**src/led_refresh_fsm.sv**
```systemverilog
`timescale 1ns/100ps

module led_refresh_fsm (
	input  logic TESTCLK,
	input  logic reset,
	input  logic bit_last,    // from timer
	input  logic chain_last,  // from timer
	output logic load_word,   // lanes load their word
	output logic sclk_rise,   // cycle with sclk high, lanes shift after it
	output logic latch_pulse,
	output logic ctrl_phase,  // 1 until the control frame is latched
	output logic sclk,
	output logic lat
);

	typedef enum logic [2:0] {
		LOAD,
		SHIFT_LOW,  // sdo settles, sclk low
		SHIFT_HIGH, // driver samples sdo
		NEXT,       // gap before next driver's word
		LATCH
	} state_t;

	state_t state_q;
	state_t state_d;
	logic   ctrl_q;

	always_ff @(posedge TESTCLK) begin
		if (reset) begin
			state_q <= LOAD;
			ctrl_q  <= 1'b1; // control latch goes first
		end else begin
			state_q <= state_d;
			if (latch_pulse) begin
				ctrl_q <= 1'b0; // grayscale from here on
			end
		end
	end

	always_comb begin
		state_d = state_q;
		case (state_q)
			LOAD:       state_d = SHIFT_LOW;
			SHIFT_LOW:  state_d = SHIFT_HIGH;
			SHIFT_HIGH: begin
				// chain index still points at the current word here
				if (!bit_last) begin
					state_d = SHIFT_LOW;
				end else if (chain_last) begin
					state_d = LATCH;
				end else begin
					state_d = NEXT;
				end
			end
			NEXT:       state_d = LOAD;
			LATCH:      state_d = LOAD; // straight into the next frame
			default:    state_d = LOAD;
		endcase
	end

	// strobes and pins decoded from state
	assign load_word   = (state_q == LOAD);
	assign sclk_rise   = (state_q == SHIFT_HIGH);
	assign latch_pulse = (state_q == LATCH);
	assign ctrl_phase  = ctrl_q;
	assign sclk        = (state_q == SHIFT_HIGH); // low in every other state
	assign lat         = (state_q == LATCH);

endmodule

```
**config.mk**
```make
export PLATFORM = sky130hd
export DESIGN_NAME = led_refresh_fsm
export DESIGN_NICKNAME = d
export VERILOG_FILES = /design/src/led_refresh_fsm.sv
export SDC_FILE = /design/constraint.sdc
export NUM_CORES = 1
export LEC_CHECK = 0
export ABC_AREA = 1
export BUFFER_PORTS_ARGS = -buffer_cell sky130_fd_sc_hd__buf_4
export CORE_AREA = 5 5 42 44
export CTS_CLUSTER_DIAMETER = 200
export DETAILED_ROUTE_END_ITERATION = 10
export DIE_AREA = 0 0 47 49
export PLACE_DENSITY = 0.36
export SLEW_MARGIN = 20
export SYNTH_ARGS = -nofsm -noshare
export SYNTH_HDL_FRONTEND = slang
export SYNTH_SLANG_ARGS = --single-unit
```
**constraint.sdc**
```tcl
create_clock -name TESTCLK -period 2.1 [get_ports TESTCLK]
set_input_delay 0.21 -clock TESTCLK [delete_from_list [all_inputs] [get_ports TESTCLK]]
set_output_delay 0.21 -clock TESTCLK [all_outputs]
set_load 0.005 [all_outputs]
```
# After elaboration in Yosys (flattened, before gate mapping)
# Cells that the tools add are included.
# totals
ff_bits,4
input_bits,4
out_inout_bits,6
wordCells,9
# op_classes
eq_ne,3
mux,3
reduce_logical,1
# op_table
op,count
case mux 3 bit (3 select lines),1
two-way mux 3 bit,2
== test 3 x 1 -> 1 bit (second input constant),1
== test 3 x 2 -> 1 bit (second input constant),1
== test 3 bit (second input constant),1
logical NOT 3 bit,1

# Logic depth before layout (Yosys ltp)
# depth
depth_word,3
ltp_mapped,5
ltp_nobuf,4

# Worst setup path before layout
# OpenSTA, ideal clock, no wires.
# synth_timing
path_type,flip-flop to output port
startpoint,reg state_q[2]
endpoint,out latch_pulse
arrival_time_ns,0.729
required_ns,1.890
path_slack_ns,1.161
stages_incl_launch_ff,4
n_path_buf,1
cell_sequence,dfxtp_1 inv_1 nor2_1 buf_4
# synth_via
elab_chain_len,1
# synth_lines
element,line,text
"start, declared",24,state_t state_q;
"start signal, assigned",33,state_q <= state_d;
== test 3 bit,-,
"end, declared",10,"output logic latch_pulse,"
# No other way between the ends.

# Final worst setup path
# layout_timing
startpoint,reg state_q[1]
endpoint,out sclk
# layout_via
elab_chain_len,1
# layout_lines
element,line,text
== test 3 x 2 -> 1 bit,66,assign sclk = (state_q == SHIFT_HIGH);
"end, declared",12,"output logic sclk,"
# No other way between the ends.

==> results_dict.tcl <==
set metrics [dict create \
    run_status "completed" \
    num_rows 14 \
    ys_warn_count 0 \
    p_leak_nw 0.155 \
    pwr-share-seq_pct 38.6 \
    synth_cell_types 14 \
    yosysSeqAreaShare_pct 37.0 \
    use_met1_pct 4.17 \
    synthTopCellsByArea "dfxtp_1, nand3_2, inv_1, buf_4, nand2_1" \
    synth_area_per_cell_um2 7.73 \
    root_buffer "clkbuf_4" \
    worstSetupPathType "flop to output pin" \
    num_vias 200 \
    grt_use_met3_pct 1.48 \
    dp_hpwl_um 392 \
    core-area_um2 1400 \
    cp.arrival_ns 0.99 \
    antenna_found_initial 0 \
    dieArea_um2 2300 \
    ant_nets 0 \
    peakVddDrop_v 0.000193 \
    power_density_nw_per_um2 696 \
    cp_data_required_time_ns 1.89 \
    pwr-share-comb_pct 19.2 \
    drive_gt1_share_pct 52.6 \
    synthesis.nets 32 \
    wirelength_um 447 \
    num-nets-final 44 \
    cp-start-kind "flop" \
    ctsHtreeMaxLevel 1 \
    clkTransAtPathRegs_ns 0.04 \
    drv_cap 0 \
    grtUsageMet2_pct 6.79 \
    grt_pass1_wl_um 731 \
    period_share_pct 57.3 \
    drtIter0Drc 1 \
    p_clk_share_pct 42.2 \
    cp_max_fo 3 \
    fin_setup_tns_ns 0 \
    clockBufferDepth 2 \
    holdWs_ns 0.163 \
    switchingPower_uw 53.5 \
    slew_headroom_pct 90.7 \
    fmax_mhz 831 \
    grt.busiest_layer "met2" \
    p_int_uw 164 \
    fin_util_pct 22.2 \
    synth_area_leader_cell "dfxtp_1" \
    rsz0062_at_grt "false" \
    initial_core_util_pct 15.4 \
    p_sw_share_pct 24.6 \
    grt_max_degree 5 \
    drc 0 \
    synth_area_um2 216 \
    antennaDiodeCount 0 \
    synth_top_area_share_pct 37.0 \
    post_cts_buffers 0 \
    tightest_slew_ns 0.138 \
    slew_violations 0 \
    cts.sinks 4 \
    syn_inst 28 \
    ioPinCount 10 \
    viasPerCell 3.70 \
    area_delta_synth_final_pct 43.9 \
    die_width_um 47 \
    ctsResizeCount 0 \
    hold_buffers 0 \
    hold_violations 0 \
    clock_latency_ns 0.23 \
    place.gp.congestion 0.705 \
    endpoint_kind "output pin" \
    synth-seq-cells 4 \
    clock-skew-final_ns 0.00129 \
    portBuffers 9 \
    min_period_ns 1.20 \
    first_global_vias 199 \
    wl_per_cell_um 8.28 \
    setup_violations 0 \
    timing.final.ws_setup_ns 0.896 \
    die_h_um 49 \
    dp_slack_ns 1.13 \
    overflow 0 \
    first_pass_iters 2 \
    numCtsBuffers 3 \
    cts_tree "yes" \
    hold_path.class "input port to flop" \
    grt_util_all_layers_pct 4.57 \
]
-- power by group through the flow --
stage | clock [mW] | sequential, mW | combinational, mW
CTS | 0.0976 | 0.0838 | 0.0424
finish | 0.0915 | 0.0838 | 0.0417
global placement | 0 | 0.0851 | 0.0416
detailed placement | 0 | 0.0849 | 0.0423
global route | 0.0990 | 0.0844 | 0.0464
floorplan | 0 | 0.0845 | 0.0259
-- area by class of cell --
cell class	count	area, µm²
Timing Repair Buffer	9	67.6
Inverter	7	26.3
Multi-Input combinational cell	15	95.1
Tap cell	16	20.0
Clock buffer	3	22.5
Fill cell	172	1090
Sequential cell	4	80.1
-- path summary, 6_finish.rpt --
check | from | depth (start not counted) | slack (ns) | to
worst min-delay path | reset | 2 | 0.16 | state_q[0]
worst min register to register | ctrl_phase | 2 | 0.45 | ctrl_phase
worst max register to register | state_q[2] | 3 | 1.34 | ctrl_phase
worst max-delay path | state_q[1] | 5 | 0.90 | sclk
-- worst max-delay path, stage by stage, from the launching register on --
cell,delay (ns)
dfxtp_1,0.33
inv_2,0.07
nor2_4,0.10
nand2_1,0.08
inv_1,0.08
buf_4,0.11
-- placed cells by master, fill, tap and decap left out, drive strengths merged --
master and count:
a21oi 2, nand2 5, nand3 2, o21ai 1, clkbuf 3, buf 9
inv 7, dfxtp 4, nor2 3, nand4 1, nor3 1
-- state kept, by name, indices dropped and copies added (netlist names) --
| register | count |
|---|---|
| ctrl_phase | 1 |
| state_q | 3 |
-- cell families (layout without fill, tap and decap cells) --
logic type             count (synthesis)  count (layout)  synth area share (%)
AND/OR/NAND/NOR                       12              12                  35.3
buffers and inverters                  9              19                  19.1
flip-flops                             4               4                  37.0
AO/OA/AOI/OAI                          3               3                  8.67
-- cells in the mapped netlist --
cell     number
nand2_1       4
a21oi_2       1
buf_4         2
inv_1         5
dfxtp_1       4
nand4_1       1
nor2_4        1
inv_2         2
a21oi_1       1
o21ai_1       1
nand2_2       1
nor2_1        2
nand3_2       2
nor3_2        1
-- layer usage --
layer,part of all wire (%),vias up,routed length (µm)
met5,0,-,0
met2,57,4,257
met1,36,93,163
met4,0,0,0
met3,6.0,0,27
li1,-,103,-
-- through the flow --
stage | total power, mW | instances | cell area, µm²
6_report | 0.217 | 54 | 312
5_1_grt | 0.230 | 54 | 312
4_1_cts | 0.224 | 54 | 312
3_5_place_dp | 0.127 | 51 | 289
3_3_place_gp | 0.127 | 51 | 289
2_1_floorplan | 0.110 | 28 | 216
Note: power is estimated with default switching activity, not from simulation.
