**src/tlc_pkg.sv**
```systemverilog
package tlc_pkg;

	// TLC5955 latch format
	localparam int LATCH_SIZE   = 769; // 768 data bits plus latch select
	localparam int NUM_CHANNELS = 16;  // led channels per driver
	localparam int NUM_COLORS   = 3;   // red, green, blue
	localparam int GS_BITS      = 16;  // grayscale width
	localparam int GS_SLOTS     = NUM_CHANNELS * NUM_COLORS; // 48 grayscale values per driver

	// control latch field widths
	localparam int DC_BITS = 7; // dot correction
	localparam int MC_BITS = 3; // max current
	localparam int BC_BITS = 7; // global brightness
	localparam int FC_BITS = 5; // function control bits

	// control latch field offsets
	localparam int DC_BASE = 0;
	localparam int MC_BASE = 336;
	localparam int BC_BASE = 345;
	localparam int FC_BASE = 366;

	// bit counter must hold LATCH_SIZE itself
	localparam int BIT_CNT_W = $clog2(LATCH_SIZE + 1);

	typedef logic [GS_BITS-1:0] gs_word_t;

	// slot s = 3c+k sits at bits 16s +: 16
	typedef gs_word_t [GS_SLOTS-1:0] gs_latch_t;

	// function bits, lsb lands on FC_BASE
	typedef struct packed {
		logic lsdvlt; // lsd detection voltage select
		logic espwm;  // es-pwm enable
		logic rfresh; // auto data refresh
		logic tmgrst; // display timing reset
		logic dsprpt; // auto display repeat
	} tlc_fc_t;

	// per color fields, index 0 is red
	typedef struct packed {
		logic [NUM_COLORS-1:0][DC_BITS-1:0] dc; // same dc for every channel of a color
		logic [NUM_COLORS-1:0][MC_BITS-1:0] mc;
		logic [NUM_COLORS-1:0][BC_BITS-1:0] bc;
		tlc_fc_t                            fc;
	} tlc_ctrl_t;

	// fixed settings loaded once after reset
	localparam tlc_ctrl_t CTRL_SETTINGS = '{
		dc: {NUM_COLORS{7'd127}}, // full dot correction
		mc: '0,                   // lowest max current
		bc: {NUM_COLORS{7'd127}}, // full brightness
		fc: '{
			lsdvlt: 1'b1,
			espwm:  1'b1,
			rfresh: 1'b0,
			tmgrst: 1'b0,
			dsprpt: 1'b1
		}
	};

endpackage
```
**src/tlc_shift_lane.sv**
```systemverilog
`timescale 1ns/100ps

module tlc_shift_lane
	import tlc_pkg::*;
(
	input  logic      TESTCLK,
	input  logic      reset,
	input  logic      ctrl_phase, // pick control or grayscale word
	input  gs_latch_t gs,         // this lane's driver, from buffer
	input  logic      load_word,
	input  logic      sclk_rise,
	output logic      sdo
);

	logic [LATCH_SIZE-1:0] ctrl_word;
	logic [LATCH_SIZE-1:0] gs_word;
	logic [LATCH_SIZE-1:0] shreg; // msb is on the wire

	// control latch built from the fixed settings
	always_comb begin
		ctrl_word = '0; // unused bits stay 0
		ctrl_word[LATCH_SIZE-1] = 1'b1; // control latch select
		for (int c = 0; c < NUM_CHANNELS; c++) begin
			for (int k = 0; k < NUM_COLORS; k++) begin
				ctrl_word[DC_BASE + DC_BITS*(NUM_COLORS*c + k) +: DC_BITS] =
					CTRL_SETTINGS.dc[k];
			end
		end
		for (int k = 0; k < NUM_COLORS; k++) begin
			ctrl_word[MC_BASE + MC_BITS*k +: MC_BITS] = CTRL_SETTINGS.mc[k];
			ctrl_word[BC_BASE + BC_BITS*k +: BC_BITS] = CTRL_SETTINGS.bc[k];
		end
		ctrl_word[FC_BASE +: FC_BITS] = CTRL_SETTINGS.fc; // dsprpt at 366
	end

	// grayscale latch, select bit 0 on top of the 48 slots
	assign gs_word = {1'b0, gs};

	always_ff @(posedge TESTCLK) begin
		if (reset) begin
			shreg <= '0; // keeps sdo low until first load
		end else if (load_word) begin
			shreg <= ctrl_phase ? ctrl_word : gs_word;
		end else if (sclk_rise) begin
			shreg <= {shreg[LATCH_SIZE-2:0], 1'b0}; // next bit as sclk falls
		end
	end

	assign sdo = shreg[LATCH_SIZE-1];

endmodule

```
**config.mk**
```make
export PLATFORM = sky130hd
export DESIGN_NAME = tlc_shift_lane
export DESIGN_NICKNAME = d
export VERILOG_FILES = /design/src/tlc_pkg.sv /design/src/tlc_shift_lane.sv
export SDC_FILE = /design/constraint.sdc
export NUM_CORES = 2
export LEC_CHECK = 0
export BUFFER_PORTS_ARGS = -buffer_cell sky130_fd_sc_hd__buf_2
export CORE_UTILIZATION = 40
export DETAILED_ROUTE_END_ITERATION = 6
export GPL_TIMING_DRIVEN = 0
export HOLD_SLACK_MARGIN = 0.1
export PLACE_DENSITY = 0.66
export SLEW_MARGIN = 25
export SYNTH_ARGS = -nofsm -noshare
export SYNTH_HDL_FRONTEND = slang
export SYNTH_SLANG_ARGS = --single-unit
```
**constraint.sdc**
```tcl
create_clock -name TESTCLK -period 2.6 [get_ports TESTCLK]
set_input_delay 0.52 -clock TESTCLK [delete_from_list [all_inputs] [get_ports TESTCLK]]
set_output_delay 0.52 -clock TESTCLK [all_outputs]
set_load 0.005 [all_outputs]
```
**Yosys cells after proc, flatten, opt, wreduce, memory -nomap -nowiden**

Cells that the tools add are included.

- Output and inout bits: 1
- Flip-flop bits (word level): 769

- Reductions and logical operators: 1
- Muxes and demuxes: 3

Operators with widths:

| operator | count |
|---|---|
| 2-to-1 mux 769 bit | 3 |
| nonzero test 2 bit | 1 |

**Logic depth before layout (Yosys ltp)**

- Word-level depth: 2
- Mapped depth: 7

**Worst setup path after synthesis**

No wires, ideal clock.

- Kind: input to register
- Start: input port sclk_rise
- End: register shreg[279]
- Buffers on the path: 4
- Data arrival time: 1,513 ps
- Path slack: 959 ps
- Required time: 2,472 ps
- Stages on the path: 7
- Library setup time: 128 ps
- Path through: buf_6 buf_6 buf_6 buf_6 mux2_4 o22ai_1 nor2_1

- Cells in the longest elaborated chain, start to end: 1

RTL lines:

| element | RTL line | source |
|---|---|---|
| start, declared | tlc_shift_lane.sv:11 | `input logic sclk_rise,` |
| nonzero test 2 bit (no source line) | -- |  |
| end signal, assigned | tlc_shift_lane.sv:43 | `shreg <= ctrl_phase ? ctrl_word : gs_word;` |
| end signal, assigned | tlc_shift_lane.sv:45 | `shreg <= {shreg[LATCH_SIZE-2:0], 1'b0};` |
| end, declared | tlc_shift_lane.sv:17 | `logic [LATCH_SIZE-1:0] shreg;` |

Every way passes these cells.
A chain may end at the register's enable or synchronous reset.

**Final worst setup path**

- Start: input port ctrl_phase
- End: register shreg[607]

- Cells in the longest elaborated chain, start to end: 2

RTL lines:

| element | RTL line | source |
|---|---|---|
| start, declared | tlc_shift_lane.sv:8 | `input logic ctrl_phase,` |
| 2-to-1 mux 769 bit | tlc_shift_lane.sv:43 |  |
| 2-to-1 mux 769 bit | tlc_shift_lane.sv:42 | `end else if (load_word) begin` |

Every way passes these cells.

==> out/results.tsv <==
metric	value	unit
drive_gt1_share	26.4	%
cts_tree	built	
drtPass1Iterations	6	
largest_registers	shreg x769	
groute.usage.overall	26.6	%
drc	0	
cp.required	3.11	ns
largest_reg_flops	769	
cts_setup_buffers	0	
drtAntennaViolNets	0	
grt_pass1_wl	200	mm
clockBufferDepth	3	
clock-sinks	769	
grt_max_degree	14	
post_dp_cell_area	42400	um^2
nets	6113	
muxShareOfSynthArea	11.9	%
vias	36000	
die_x	306	um
synth_xor_area_share	0	%
synth-compound-area-share	22.7	%
synth_seq_cells	769	
antenna_found_initial	85	
ios	774	
critical_path.top_delay_family	buffers and inverters	
syn-cell-area	37000	um^2
synth_fa_ha_area_share	0	%
holdCritPathClass	in2reg	
gp_congestion	0.867	
max_cap_violations	0	
drt_iter0_markers	2326	
p_total	30.8	mW
coreArea	91700	um^2
synthSimpleGateAreaFrac	17.9	%
path_clk_slew	0.05	ns
wirelength	131	mm
p_per_area	604	nW/um^2
viasPerCell	5.40	
tightestPinTransition	1.01	ns
cts-htree-levels	3	
hold_viol_final	0	
clk-insertion-delay-late	0.67	ns
rsz0062_at_grt	false	
top_register	shreg	
max-vdd-ir-drop	0.000464	V
path_class	in2reg	
ys_seq_area_share	41.6	%
setup_viol	0	
synthesis.nets	4691	
end_kind	flop	
worstPathCellList	buf_2, buf_2, clkbuf_1, clkbuf_1, nand2b_1, a211oi_1	
status	complete, no violations	
fmax	0.500	GHz
syn2layout_area_growth	37.9	%
crit_slowest_cell	clkbuf_1	
cp_slowest_stage_delay	0.66	ns
crit_arrival	2.51	ns
syn_area_per_cell	9.45	um^2
leakagePower	20.8	nW
dp_cells	5874	
rows	111	
cp_num_buf_inv	4	
fin_crit_sh	76.9	%
cts_root_buffer	clkbuf_16	
hpwl	88.8	mm
post_drt_wl_per_cell	19.6	um
slew_headroom	32.8	%
start_util	40.4	%
yosys_warnings	0	
synth.distinct_cells	17	
chipHeight	306	um
overflow	0	
skew	0.0241	ns
period_needed	2.00	ns
grt_pass1_vias	36400	
synth_top_family_by_area	compound AO/OA/AOI/OAI gates	
stdcell_area	51000	um^2
maxSlewViolCount	0	
numPortBuffers	770	
fin_cells	6658	
synth_cells	3918	
cp-start-kind	primary input	
dieArea	93800	um^2
cts_made_buffers	86	
cp_max_fo	10	
==> final timing paths <==
check | cells after the start | endpoint | slack [ns] | from
worst max-delay path | 6 | shreg[607] | 0.60 | ctrl_phase
worst min-delay path | 3 | shreg[538] | 0.14 | gs[538]
worst max register to register | 3 | shreg[359] | 1.51 | shreg[359]
worst min register to register | 2 | shreg[611] | 0.60 | shreg[610]
==> what timing repair did <==
item | CTS | global route
gates resized for setup | 0 | 0
endpoints found under the hold margin | 563 | 0
hold buffers | 563 | 0
==> metrics by stage <==
step	utilization (%)	setup slack, ns	hold WS, ns	TNS [ns]
after CTS	55.5	0.581	0.100	0
after global routing	55.7	0.469	0.114	0
final	55.7	0.601	0.138	0
after detailed placement	46.2	-0.132	0.588	-8.72
after global placement	46.2	-0.138	0.577	-10.10
after floorplan	-	0.959	0.566	0
==> tightest hold or removal path, stage by stage <==
cell and delay [ns]:
buf_2 0.10, nand2b_1 0.06, a211oi_1 0.06
==> power breakdown <==
group          total, mW  switching, mW  internal, mW
clock               12.6           5.28          7.27
combinational       5.16           2.42          2.74
sequential          13.1          0.446          12.7
total               30.8           8.15          22.7
==> layout by cell type (no fill, tap or decap), types with 63 or more instances in the layout <==
cell and instances:
a211oi_1 811, nor2b_1 281, and2b_1 128, diode_2 63, mux2_4 90, nand2b_1 409
dlygate4sd3_1 563, nor2_1 361, buf_2 849, clkbuf_1 285, mux2_2 269, o22ai_1 360
clkbuf_16 86, dfxtp_1 769
==> per-layer routing <==
metal / vias up / track usage [%] / wire (um)
met5: - / 0 / 288
met3: 433 / 6.12 / 8310
met2: 1261 / 43.8 / 60600
li1: 17200 / - / -
met1: 17000 / 32.3 / 55100
met4: 44 / 13.7 / 6310
==> synth_stat cells <==
cell / instances / area (um^2)
a211oi_1: 811 / 6090
dfxtp_1: 769 / 15400
nand2b_1: 409 / 2560
nor2_1: 361 / 1360
o22ai_1: 360 / 2250
nor2b_1: 281 / 1760
mux2_2: 269 / 3030
clkbuf_1: 266 / 998
and2b_1: 128 / 961
mux2_4: 90 / 1350
buf_2: 79 / 395
buf_6: 48 / 541
buf_4: 28 / 210
buf_1: 12 / 45.0
a211oi_2: 5 / 62.6
mux2_1: 1 / 11.3
o21ai_0: 1 / 5.00
==> layout make-up <==
type / count / area [um^2]
clock buffers: 124 / 2480
clock inverters: 33 / 398
plain buffers: 433 / 2190
well taps: 1186 / 1480
fillers: 7992 / 40600
flip-flops and latches: 769 / 15400
diodes: 63 / 158
multi-input cells: 2716 / 19400
repair buffers: 1334 / 9500
==> kinds of logic after synthesis <==
family	count (synthesis)
AO/OA/AOI/OAI	1177
AND/OR/NAND/NOR	1179
buffers and inverters	433
multiplexers	360
flip-flops	769
(Power assumes the default switching activity.)
