## config.mk

```make
export PLATFORM = sky130hd
export DESIGN_NAME = tlc_bit_timer
export DESIGN_NICKNAME = d
export VERILOG_FILES = /design/src/tlc_pkg.sv /design/src/matrix_pkg.sv /design/src/tlc_bit_timer.sv
export SDC_FILE = /design/constraint.sdc
export NUM_CORES = 1
export LEC_CHECK = 0
export BUFFER_PORTS_ARGS = -buffer_cell sky130_fd_sc_hd__buf_2
export CORE_MARGIN = 5
export CORE_UTILIZATION = 35
export DETAILED_ROUTE_END_ITERATION = 8
export PLACE_DENSITY = 0.62
export SYNTH_ARGS = -nofsm -noshare
export SYNTH_HDL_FRONTEND = slang
export SYNTH_SLANG_ARGS = --single-unit
```

## constraint.sdc

```tcl
create_clock -name TESTCLK -period 1.4 [get_ports TESTCLK]
set_input_delay 0 -clock TESTCLK [delete_from_list [all_inputs] [get_ports TESTCLK]]
set_output_delay 0 -clock TESTCLK [all_outputs]
set_load 0.05 [all_outputs]
```

## src/tlc_pkg.sv

```systemverilog
package tlc_pkg;

	// TLC5955 latch format
	localparam int LATCH_SIZE   = 769; // 768 data bits plus latch select
	localparam int NUM_CHANNELS = 16;  // led channels per driver
	localparam int NUM_COLORS   = 3;   // red, green, blue
	localparam int GS_BITS      = 16;  // grayscale width
	localparam int GS_SLOTS     = NUM_CHANNELS * NUM_COLORS; // 48 grayscale values per driver

	// control latch field widths
	localparam int DC_BITS = 7; // dot correction
	localparam int MC_BITS = 3; // max current
	localparam int BC_BITS = 7; // global brightness
	localparam int FC_BITS = 5; // function control bits

	// control latch field offsets
	localparam int DC_BASE = 0;
	localparam int MC_BASE = 336;
	localparam int BC_BASE = 345;
	localparam int FC_BASE = 366;

	// bit counter must hold LATCH_SIZE itself
	localparam int BIT_CNT_W = $clog2(LATCH_SIZE + 1);

	typedef logic [GS_BITS-1:0] gs_word_t;

	// slot s = 3c+k sits at bits 16s +: 16
	typedef gs_word_t [GS_SLOTS-1:0] gs_latch_t;

	// function bits, lsb lands on FC_BASE
	typedef struct packed {
		logic lsdvlt; // lsd detection voltage select
		logic espwm;  // es-pwm enable
		logic rfresh; // auto data refresh
		logic tmgrst; // display timing reset
		logic dsprpt; // auto display repeat
	} tlc_fc_t;

	// per color fields, index 0 is red
	typedef struct packed {
		logic [NUM_COLORS-1:0][DC_BITS-1:0] dc; // same dc for every channel of a color
		logic [NUM_COLORS-1:0][MC_BITS-1:0] mc;
		logic [NUM_COLORS-1:0][BC_BITS-1:0] bc;
		tlc_fc_t                            fc;
	} tlc_ctrl_t;

	// fixed settings loaded once after reset
	localparam tlc_ctrl_t CTRL_SETTINGS = '{
		dc: {NUM_COLORS{7'd127}}, // full dot correction
		mc: '0,                   // lowest max current
		bc: {NUM_COLORS{7'd127}}, // full brightness
		fc: '{
			lsdvlt: 1'b1,
			espwm:  1'b1,
			rfresh: 1'b0,
			tmgrst: 1'b0,
			dsprpt: 1'b1
		}
	};

endpackage
```

## src/matrix_pkg.sv

```systemverilog
package matrix_pkg;

	import tlc_pkg::*; // grayscale word and slot count

	// matrix geometry
	localparam int NUM_LANES   = 4; // parallel sdo lines
	localparam int NUM_CHAINED = 2; // drivers per lane, daisy chained

	typedef logic [$clog2(NUM_LANES)-1:0] lane_idx_t;
	typedef logic [0:0]                   chain_idx_t; // 1 = farthest driver
	typedef logic [$clog2(GS_SLOTS)-1:0]  slot_idx_t;

	// one pixel write, 25 bits
	typedef struct packed {
		lane_idx_t  lane;
		chain_idx_t chain;
		slot_idx_t  slot;  // 3*channel + color
		gs_word_t   value;
	} pix_wr_t;

	// pins towards the drivers
	typedef struct packed {
		logic                 sclk;
		logic                 lat;
		logic [NUM_LANES-1:0] sdo; // one bit per lane
	} led_pins_t;

endpackage

```

## src/tlc_bit_timer.sv

```systemverilog
`timescale 1ns/100ps

module tlc_bit_timer
	import tlc_pkg::*, matrix_pkg::*;
(
	input  logic       TESTCLK,
	input  logic       reset,
	input  logic       load_word,   // start of a new latch word
	input  logic       sclk_rise,   // one bit period done
	input  logic       latch_pulse, // frame done
	output logic       bit_last,
	output logic       chain_last,
	output chain_idx_t chain_idx
);

	logic [BIT_CNT_W-1:0] bit_cnt; // bits still to go in this word

	// last bit while its sclk high phase is on
	assign bit_last   = (bit_cnt == BIT_CNT_W'(1));
	// nearest driver is the last word of a frame
	assign chain_last = (chain_idx == '0);

	always_ff @(posedge TESTCLK) begin
		if (reset) begin
			bit_cnt <= BIT_CNT_W'(LATCH_SIZE);
		end else if (load_word || latch_pulse) begin
			bit_cnt <= BIT_CNT_W'(LATCH_SIZE); // reload per word
		end else if (sclk_rise) begin
			bit_cnt <= bit_cnt - 1'b1;
		end
	end

	// frames start at the far end of the chain
	always_ff @(posedge TESTCLK) begin
		if (reset) begin
			chain_idx <= chain_idx_t'(NUM_CHAINED - 1);
		end else if (latch_pulse) begin
			chain_idx <= chain_idx_t'(NUM_CHAINED - 1);
		end else if (sclk_rise && bit_last && !chain_last) begin
			chain_idx <= chain_idx - 1'b1; // word done, move one driver closer
		end
	end

endmodule

```

## Word-level counts from Yosys, hierarchy flattened

Cells that the tools add are included.

- ROM bits: 0
- Bits in writable memories: 0
- Input bits: 5
- Flip-flop bits (word level): 11
- Bits in latches: 0
- Memories kept: 0
- Output and inout bits: 3
- Logic and storage cells: 11

- Mux-type cells: 0
- Div/mod/pow operators: 0
- Add/sub/neg operators: 2
- Bitwise gates (word level): 1
- Shifts and indexed selects: 0
- Multipliers: 0
- Equality and inequality tests: 1
- Magnitude comparators: 0
- Reduce and logical (&&, ||, !) cells: 5

Operators by type and width:

| kind | count |
|---|---|
| $eq A10 B1 Y1 const B | 1 |
| $sub A10 B1 Y10 const B | 1 |
| $reduce_or A2 Y1 | 2 |
| $logic_and A1 B1 Y1 | 2 |
| $logic_or A1 B1 Y1 | 1 |
| $not A1 Y1 | 1 |
| $sub A1 B1 Y1 const B | 1 |

## Logic depth before layout (Yosys ltp)

Gate-level depths: netlist (run 1).

- Depth in word-level cells: 3
- Depth in mapped cells: 5
- Depth with buffers taken out: 5

## Worst setup path before layout (run 1)

No wires, ideal clock.

- Path kind: flip-flop to output port
- From: register bit_cnt[7]
- To: output bit_last
- Setup slack: -0.133 ns
- Arrival: 1.533 ns
- Required time: 1.400 ns
- Cell stages (with the launch flop): 4
- Path buffers: 0
- Path through: dfxtp_1 > nor4_1 > nand4b_1 > nor2_1

- Cells in the longest elaborated chain, start to end: 1

Ends and longest elaborated chain:

| element | line | text |
|---|---|---|
| start: declaration | tlc_bit_timer.sv:16 | `logic [BIT_CNT_W-1:0] bit_cnt;` |
| start signal: assignment | tlc_bit_timer.sv:25 | `bit_cnt <= BIT_CNT_W'(LATCH_SIZE);` |
| start signal: assignment | tlc_bit_timer.sv:27 | `bit_cnt <= BIT_CNT_W'(LATCH_SIZE);` |
| start signal: assignment | tlc_bit_timer.sv:29 | `bit_cnt <= bit_cnt - 1'b1;` |
| $eq A10 B1 Y1 | tlc_bit_timer.sv:19 | `assign bit_last = (bit_cnt == BIT_CNT_W'(1));` |
| end: declaration | tlc_bit_timer.sv:11 | `output logic bit_last,` |

No other way between the ends.

## Final worst setup path (run 1)

- From: register bit_cnt[0]
- To: register bit_cnt[7]

- Cells in the longest elaborated chain, start to end: 1

Ends and longest elaborated chain:

| element | line |
|---|---|
| $sub A10 B1 Y10 | tlc_bit_timer.sv:29 |

No other way between the ends.
A chain may end at the register's enable or synchronous reset.

==> flow_metrics.tcl, run 1 <==
set metrics [dict create \
    ant_nets 0 \
    cpPeakStageDelay_ns 0.54 \
    r2r-start "bit_cnt[0]" \
    rsz0062_at_grt "yes" \
    die_w_um 49.3 \
    slew_violations 0 \
    vias_per_cell 5.22 \
    gp_congestion 0.713 \
    syn_avg_cell_area_sq_um 9.14 \
    max_freq_ghz 0.680 \
    root_buffer "clkbuf_4" \
    path_cells "or4b_4 -> or4_4 -> a21oi_2" \
    fp.coreArea_sq_um 1490 \
    min_path_type "in2reg" \
    grt_pass1_wl_um 2370 \
    finalPower_uw 597 \
    synthTopCellsByArea "dfxtp_1, or3_1, o31ai_1, ha_1, a21oi_1" \
    io_buffer_count 7 \
    synth_cell_types 26 \
    cts_inserted_buffers 3 \
    final_nets 90 \
    num-fill-cells 127 \
    yosys_warnings 0 \
    outcome "complete, but fails checks" \
    synth_area_sq_um 539 \
    area_growth_pct 45.9 \
    dr.pass1.iters 4 \
    yosys.area.top_type "dfxtp_1" \
    drc 0 \
    cts_tree "done" \
    skew_ns 0.0135 \
    worstMarginPinSlew_ns 0.345 \
    hp-start "sclk_rise" \
    critPathLaunchType "register" \
    clock-sinks 11 \
    ioPinCount 8 \
    setup_viol 3 \
    hold_path_depth 2 \
    critPathCaptureType "register" \
    period_share_pct 105 \
    peakVddDrop_uv 444 \
    p_leak_uw 0.000315 \
    vias 512 \
    grt_max_degree 8 \
    synthCells 59 \
    rr_worst_depth 3 \
    violations "negative setup slack" \
    holdPathEnd "bit_cnt[1]" \
    path_buf_inv 0 \
    layout_commonest_cell "buf_4" \
    synth_top_cell_area_share_pct 40.8 \
    clockBufferDepth 2 \
    pre_cts_ws_ns -0.0265 \
    finalHoldViolations 0 \
    hpwl_um 901 \
    die_h_um 49.3 \
    slew_headroom_pct 76.8 \
    grt_pass1_vias 525 \
    holdWs_ns 0.0208 \
    path_max_fanout 3 \
    setup_ws_ns -0.0715 \
    wl_per_cell_um 13.6 \
    p_per_area_nw_per_um2 759 \
    path_class "reg2reg" \
    dieArea_sq_um 2430 \
    drt-initial-drc-count 1 \
    mostFrequentLayoutCells "buf_4, dfxtp_1, buf_2" \
    start_util_pct 36.2 \
    fin_crit_ns 1.47 \
    antenna_found_initial 0 \
    drive_above_1_share_pct 47.6 \
    cp.required_ns 1.63 \
    cp_top_family "simple AND/OR/NAND/NOR gates" \
    grt_use_total_pct 12.6 \
    ys_seq_area_share_pct 40.8 \
    post_dp_cell_area_sq_um 662 \
    cap_violations 0 \
    clkLatencyLatePin_ns 0.28 \
    htreeDepth 1 \
    ys_ff_latch 11 \
    arrival_ns 1.70 \
    reg2reg_setup_slack_ns -0.07 \
    r2r_end "bit_cnt[7]" \
    cts.clk_slew.worst_paths_ns 0.08 \
    rows 14 \
    grt_overflow 0 \
    routed_wl_um 1330 \
    syn_nets 66 \
    n_antenna_cell 0 \
    slowest_stage "or4b_4" \
    design_area_sq_um 787 \
]
[stage by stage]
stage          setup TNS (ns)  cells  util [%]
3_3_place_gp          -0.0139     90      44.5
5_1_grt                -0.409     98      52.9
3_5_place_dp          -0.0286     90      44.5
6_report               -0.120     98      52.9
4_1_cts               -0.0763     98      50.0
2_1_floorplan         -0.0384     59         -
[layout make-up]
cell class | instances | area [sq um] | area share (%)
Clock buffer | 4 | 26.3 | 3.34
Inverter | 3 | 11.3 | 1.43
Timing Repair Buffer | 20 | 150 | 19.1
Tap cell | 16 | 20.0 | 2.54
Multi-Input combinational cell | 44 | 355 | 45.2
Sequential cell | 11 | 224 | 28.5
[how the worst max path moves through the flow]
stage / end / slack, ns / cells after the start / startpoint
floorplan: bit_cnt[7] / -0.04 / 3 / bit_cnt[0]
global placement: bit_cnt[7] / -0.01 / 3 / bit_cnt[0]
detailed placement: bit_cnt[7] / -0.03 / 3 / bit_cnt[0]
CTS: bit_cnt[7] / -0.04 / 3 / bit_cnt[0]
global route: bit_last / -0.11 / 5 / bit_cnt[6]
finish: bit_cnt[7] / -0.07 / 3 / bit_cnt[0]
[layer usage]
layer	track usage (%)	vias up	routed length, um
met5	0	-	0
met4	9.42	0	52
met3	2.75	5	33
met2	19.1	7	673
met1	15.3	233	572
li1	-	267	-
[repair_timing]
action                                 4_1_cts  5_1_grt
endpoints found under the hold margin        3        0
gates resized for setup                      5       13
setup endpoints to repair                    4        8
pin swaps                                    2        4
hold buffers                                 3        0
setup buffers                                1        0
[registers in the layout (all words and copies together), names as in the netlist]
name	cells
bit_cnt	10
chain_idx	1
[cells in the mapped netlist (all sizes together)]
cell    number
a211oi       1
a21oi        4
a31oi        1
a41oi        1
and4         1
clkbuf       1
dfxtp       11
ha           2
inv          3
nand2        2
nand3b       1
nand4b       1
nor2         5
nor3         1
nor3b        1
nor4         2
nor4b        1
o21ai        2
o31ai        4
or2          3
or3          5
or4          2
or4b         1
xnor2        2
xor2         1
[where the power goes]
| part | switching (uW) | total, uW | internal [uW] |
|---|---|---|---|
| clock | 120 | 231 | 111 |
| combinational | 22.8 | 49.8 | 27.0 |
| sequential | 1.77 | 317 | 315 |
| total | 145 | 597 | 453 |
[kinds of logic (layout without fill, tap and decap cells)]
logic type	Yosys count	in the layout	share of synthesized area [%]
AOI/OAI and AO/OA	13	13	15.3
xor gates and xnor gates	3	3	4.87
adders and majority gates	2	2	4.64
buffers and inverters	4	27	2.78
DFF	11	11	40.8
and+or+nand+nor	26	26	31.6
[worst reg2reg max path, cell delays in order, from the launching register on]
cell	delay [ns]
dfxtp_2	0.33
or4b_4	0.54
or4_4	0.43
a21oi_2	0.12
(Power assumes the default switching activity.)
==> inputs of run 2 (changes only) <==
Settings changed: PLACE_DENSITY 0.62 to 0.6.
Clock period 1.4 ns to 1.6 ns, I/O delays scaled along.
==> flow_metrics.tcl, run 2 (synthesized netlist as in run 1, its figures left out) <==
set metrics [dict create \
    outcome "finished, final reports clean" \
    slew_headroom_pct 72.6 \
    routed_wl_um 1140 \
    grt_use_total_pct 10.4 \
    clkLatencyLatePin_ns 0.27 \
    drive_above_1_share_pct 24.4 \
    holdWs_ns 0.0108 \
    gp_congestion 0.769 \
    grt_pass1_vias 481 \
    largest_register_ffs 10 \
    slew_violations 0 \
    fin_tns_setup_ns 0 \
    pre_cts_ws_ns 0.106 \
    num-fill-cells 139 \
    grt_max_degree 8 \
    setup_viol 0 \
    clock-sinks 11 \
    critPathCaptureType "register" \
    period_share_pct 93.9 \
    fp.coreArea_sq_um 1490 \
    largest-register "bit_cnt" \
    p_per_area_nw_per_um2 723 \
    setup_ws_ns 0.0970 \
    drt-initial-drc-count 6 \
    grt_pass1_wl_um 1990 \
    cts_inserted_buffers 3 \
    path_max_fanout 4 \
    cap_violations 0 \
    cts.clk_slew.worst_paths_ns 0.07 \
    grt_overflow 0 \
    clockBufferDepth 2 \
    min_path_type "in2reg" \
    vias 493 \
    peakVddDrop_uv 539 \
    area_growth_pct 29.2 \
    dieArea_sq_um 2430 \
    skew_ns 0.00332 \
    vias_per_cell 5.24 \
    hpwl_um 885 \
    fin_crit_ns 1.50 \
    critPathLaunchType "register" \
    antenna_found_initial 0 \
    arrival_ns 1.71 \
    rows 14 \
    die_h_um 49.3 \
    io_buffer_count 7 \
    cp.required_ns 1.80 \
    ant_nets 0 \
    n_antenna_cell 0 \
    worstMarginPinSlew_ns 0.410 \
    post-route-util_pct 46.8 \
    cts_tree "done" \
    p_leak_uw 0.000279 \
    top_regs "bit_cnt x10, chain_idx x1" \
    htreeDepth 1 \
    max_freq_ghz 0.665 \
    mostFrequentLayoutCells "dfxtp_1, buf_2, nor2_1, or3_1, buf_4" \
    layout_commonest_cell "dfxtp_1" \
    finalHoldViolations 0 \
    seq_area_sq_um 220 \
    path_class "reg2reg" \
    die_w_um 49.3 \
    rsz0062_at_grt "no" \
    start_util_pct 36.2 \
    drc 0 \
    dr.pass1.iters 4 \
    root_buffer "clkbuf_4" \
    wl_per_cell_um 12.1 \
    final_nets 86 \
    ioPinCount 8 \
    multi_input_area_sq_um 304 \
]
-- run 2: cell types whose count changed in the layout (fill, tap and decap cells not counted), sizes merged --
cell / before / now
clkbuf: 4 / 5
buf: 17 / 11
dlygate4sd3: 3 / 4
-- run 2: final timing paths --
| kind | slack, ns | end | cells past startpoint | startpoint |
|---|---|---|---|---|
| worst max register to register | 0.1 | bit_cnt[7] | 3 | bit_cnt[1] |
| worst max-delay path | 0.1 | bit_cnt[7] | 3 | bit_cnt[1] |
| worst min register to register | 0.50 | bit_cnt[8] | 2 | bit_cnt[8] |
| worst min-delay path | 0.01 | bit_cnt[1] | 2 | sclk_rise |
-- run 2: metrics by stage --
stage | instances | instance area [sq um] | total power (uW)
finish | 94 | 697 | 504
global route | 94 | 697 | 539
CTS | 94 | 694 | 510
detailed placement | 86 | 628 | 314
global placement | 86 | 628 | 313
floorplan | 59 | 539 | 300
-- run 2: routing by layer --
layer	share of wire, %	vias up	GRT usage [%]
li1	-	260	-
met4	0.70	0	2.69
met3	3.8	2	3.67
met2	51	10	18.5
met5	0	-	0
met1	44	221	11.6
-- run 2: worst max-delay path: stages, from the launching register on --
cell	delay, ns
dfxtp_1	0.34
or4b_4	0.54
or4_1	0.41
a21oi_1	0.15
-- run 2: final cells by class --
cell class / instances / area share, %
multi-input cells: 44 / 43.6
flip-flops and latches: 11 / 31.6
repair buffers: 16 / 16.5
clock buffers: 4 / 3.77
well taps: 16 / 2.87
inverters: 3 / 1.62
-- run 2: power breakdown --
part           internal (uW)  switching (uW)  total [uW]
sequential               276            1.87         277
clock                   96.6            92.4         189
combinational           20.5            16.6        37.1
-- run 2: repair_timing --
item,4_1_cts,5_1_grt
endpoints found under the setup margin,0,1
hold endpoints to repair,4,0
gates resized for setup,0,1
setup buffers,0,0
hold buffers,4,0
==> inputs of run 3 (changes only) <==
Settings changed: CORE_MARGIN 5 to 2, PLACE_DENSITY 0.6 to unset, PLACE_DENSITY_LB_ADDON set to 0.12.
==> flow_metrics.tcl, run 3 (synthesized netlist as in run 1, its figures left out) <==
set metrics [dict create \
    outcome "finished, final reports clean" \
    vias_per_cell 5.32 \
    vias 500 \
    cts_inserted_buffers 3 \
    cp.required_ns 1.81 \
    htreeDepth 1 \
    slew_headroom_pct 75.4 \
    start_util_pct 36.6 \
    io_buffer_count 7 \
    die_w_um 43.3 \
    gp_congestion 0.688 \
    grt_pass1_wl_um 2150 \
    met1_length_um 638 \
    fin_tns_setup_ns 0 \
    finalHoldViolations 0 \
    skew_ns 0.00613 \
    critPathCaptureType "register" \
    startpoint "bit_cnt[1]" \
    holdWs_ns 0.0214 \
    setup_viol 0 \
    reg2reg_setup_slack_ns 0.12 \
    slew_violations 0 \
    rr_worst_depth 3 \
    fp.coreArea_sq_um 1470 \
    clkLatencyLatePin_ns 0.27 \
    drt-initial-drc-count 14 \
    cpPeakStageDelay_ns 0.53 \
    worstMarginPinSlew_ns 0.368 \
    top_layer_used "met4" \
    clock-sinks 11 \
    root_buffer "clkbuf_4" \
    drc 0 \
    finalPower_uw 506 \
    cts.clk_slew.worst_paths_ns 0.07 \
    dieArea_sq_um 1870 \
    top_regs "bit_cnt x10, chain_idx x1" \
    area_growth_pct 31.1 \
    hp-start "sclk_rise" \
    r2r_end "bit_cnt[7]" \
    hpwl_um 845 \
    min_path_type "in2reg" \
    endpoint "bit_cnt[7]" \
    layout_commonest_cell "dfxtp_1" \
    peakVddDrop_uv 368 \
    path_max_fanout 4 \
    cap_violations 0 \
    grt_pass1_vias 482 \
    setup_ws_ns 0.121 \
    post_cts_buffers 0 \
    cts_tree "done" \
    ant_nets 0 \
    period_share_pct 92.4 \
    ioPinCount 8 \
    dr_wl_met3_um 38 \
    dr.pass1.iters 3 \
    clockBufferDepth 2 \
    max_freq_ghz 0.676 \
    wl_per_cell_um 12.7 \
    grt_overflow 0 \
    arrival_ns 1.69 \
    fin_crit_ns 1.48 \
    p_leak_uw 0.000281 \
    pre_cts_ws_ns 0.141 \
    critPathLaunchType "register" \
    path_class "reg2reg" \
    n_antenna_cell 0 \
    p_per_area_nw_per_um2 716 \
    grt_use_total_pct 15.9 \
    largest-register "bit_cnt" \
    drive_above_1_share_pct 25.6 \
    r2r-start "bit_cnt[1]" \
    mostFrequentLayoutCells "dfxtp_1, buf_2, nor2_1, or3_1, buf_4" \
    largest_register_ffs 10 \
    post-route-util_pct 48.0 \
    antenna_found_initial 0 \
    rows 14 \
    slowest_stage "or4b_4" \
    route.met2.wl_um 508 \
    path_cells "or4b_4 -> or4_1 -> a21oi_1" \
    final_nets 86 \
    routed_wl_um 1200 \
    grt_max_degree 8 \
    die_h_um 43.3 \
]
## run 3: changes by cell type in the layout (fill, tap and decap cells not counted)
| cell | change |
|---|---|
| nor4_2 | +1 |
| nor4_1 | -1 |
| clkbuf_4 | -1 |
| buf_6 | +1 |
## run 3: stage by stage
stage | instance area [sq um] | std cells
3_3_place_gp | 628 | 86
2_1_floorplan | 539 | 59
3_5_place_dp | 628 | 86
6_report | 707 | 94
5_1_grt | 707 | 94
4_1_cts | 694 | 94
## run 3: metal layers
layer | GRT usage (%) | up-vias
li1 | - | 262
met1 | 21.3 | 232
met2 | 23.0 | 4
met3 | 6.38 | 2
met4 | 5.45 | 0
met5 | 0 | -
## run 3: layout make-up
class	instances	area (sq um)
Fill cell	147	764
Multi-Input combinational cell	44	310
Sequential cell	11	220
Timing Repair Buffer	16	119
Clock buffer	4	26.3
Tap cell	16	20.0
Inverter	3	11.3
## run 3: timing repair
item	CTS	global route
setup endpoints to repair	0	1
hold buffers	4	0
gates resized for setup	0	4
endpoints found under the hold margin	4	0
## run 3: critical path: cells and delay by family (launching register included)
kind,cells,cell delay (ns)
compound gates,1,0.14
simple gates,2,0.94
flops,1,0.34
## run 3: worst min-delay path by stage
stage            endpoint  cells after the start  slack, ns
2_1_floorplan  bit_cnt[1]                      1       0.09
3_3_place_gp    chain_idx                      2       0.21
3_5_place_dp    chain_idx                      2       0.21
4_1_cts        bit_cnt[1]                      2       0.01
5_1_grt        bit_cnt[1]                      2       0.03
6_report       bit_cnt[1]                      2       0.02
## run 3: power breakdown
group	switching, uW	internal [uW]	leakage, uW	total (uW)
registers	1.76	276	0.0000889	277
clock network	94.1	96.6	0.0000150	191
logic	17.8	20.5	0.000178	38.3
total	114	393	0.000281	506
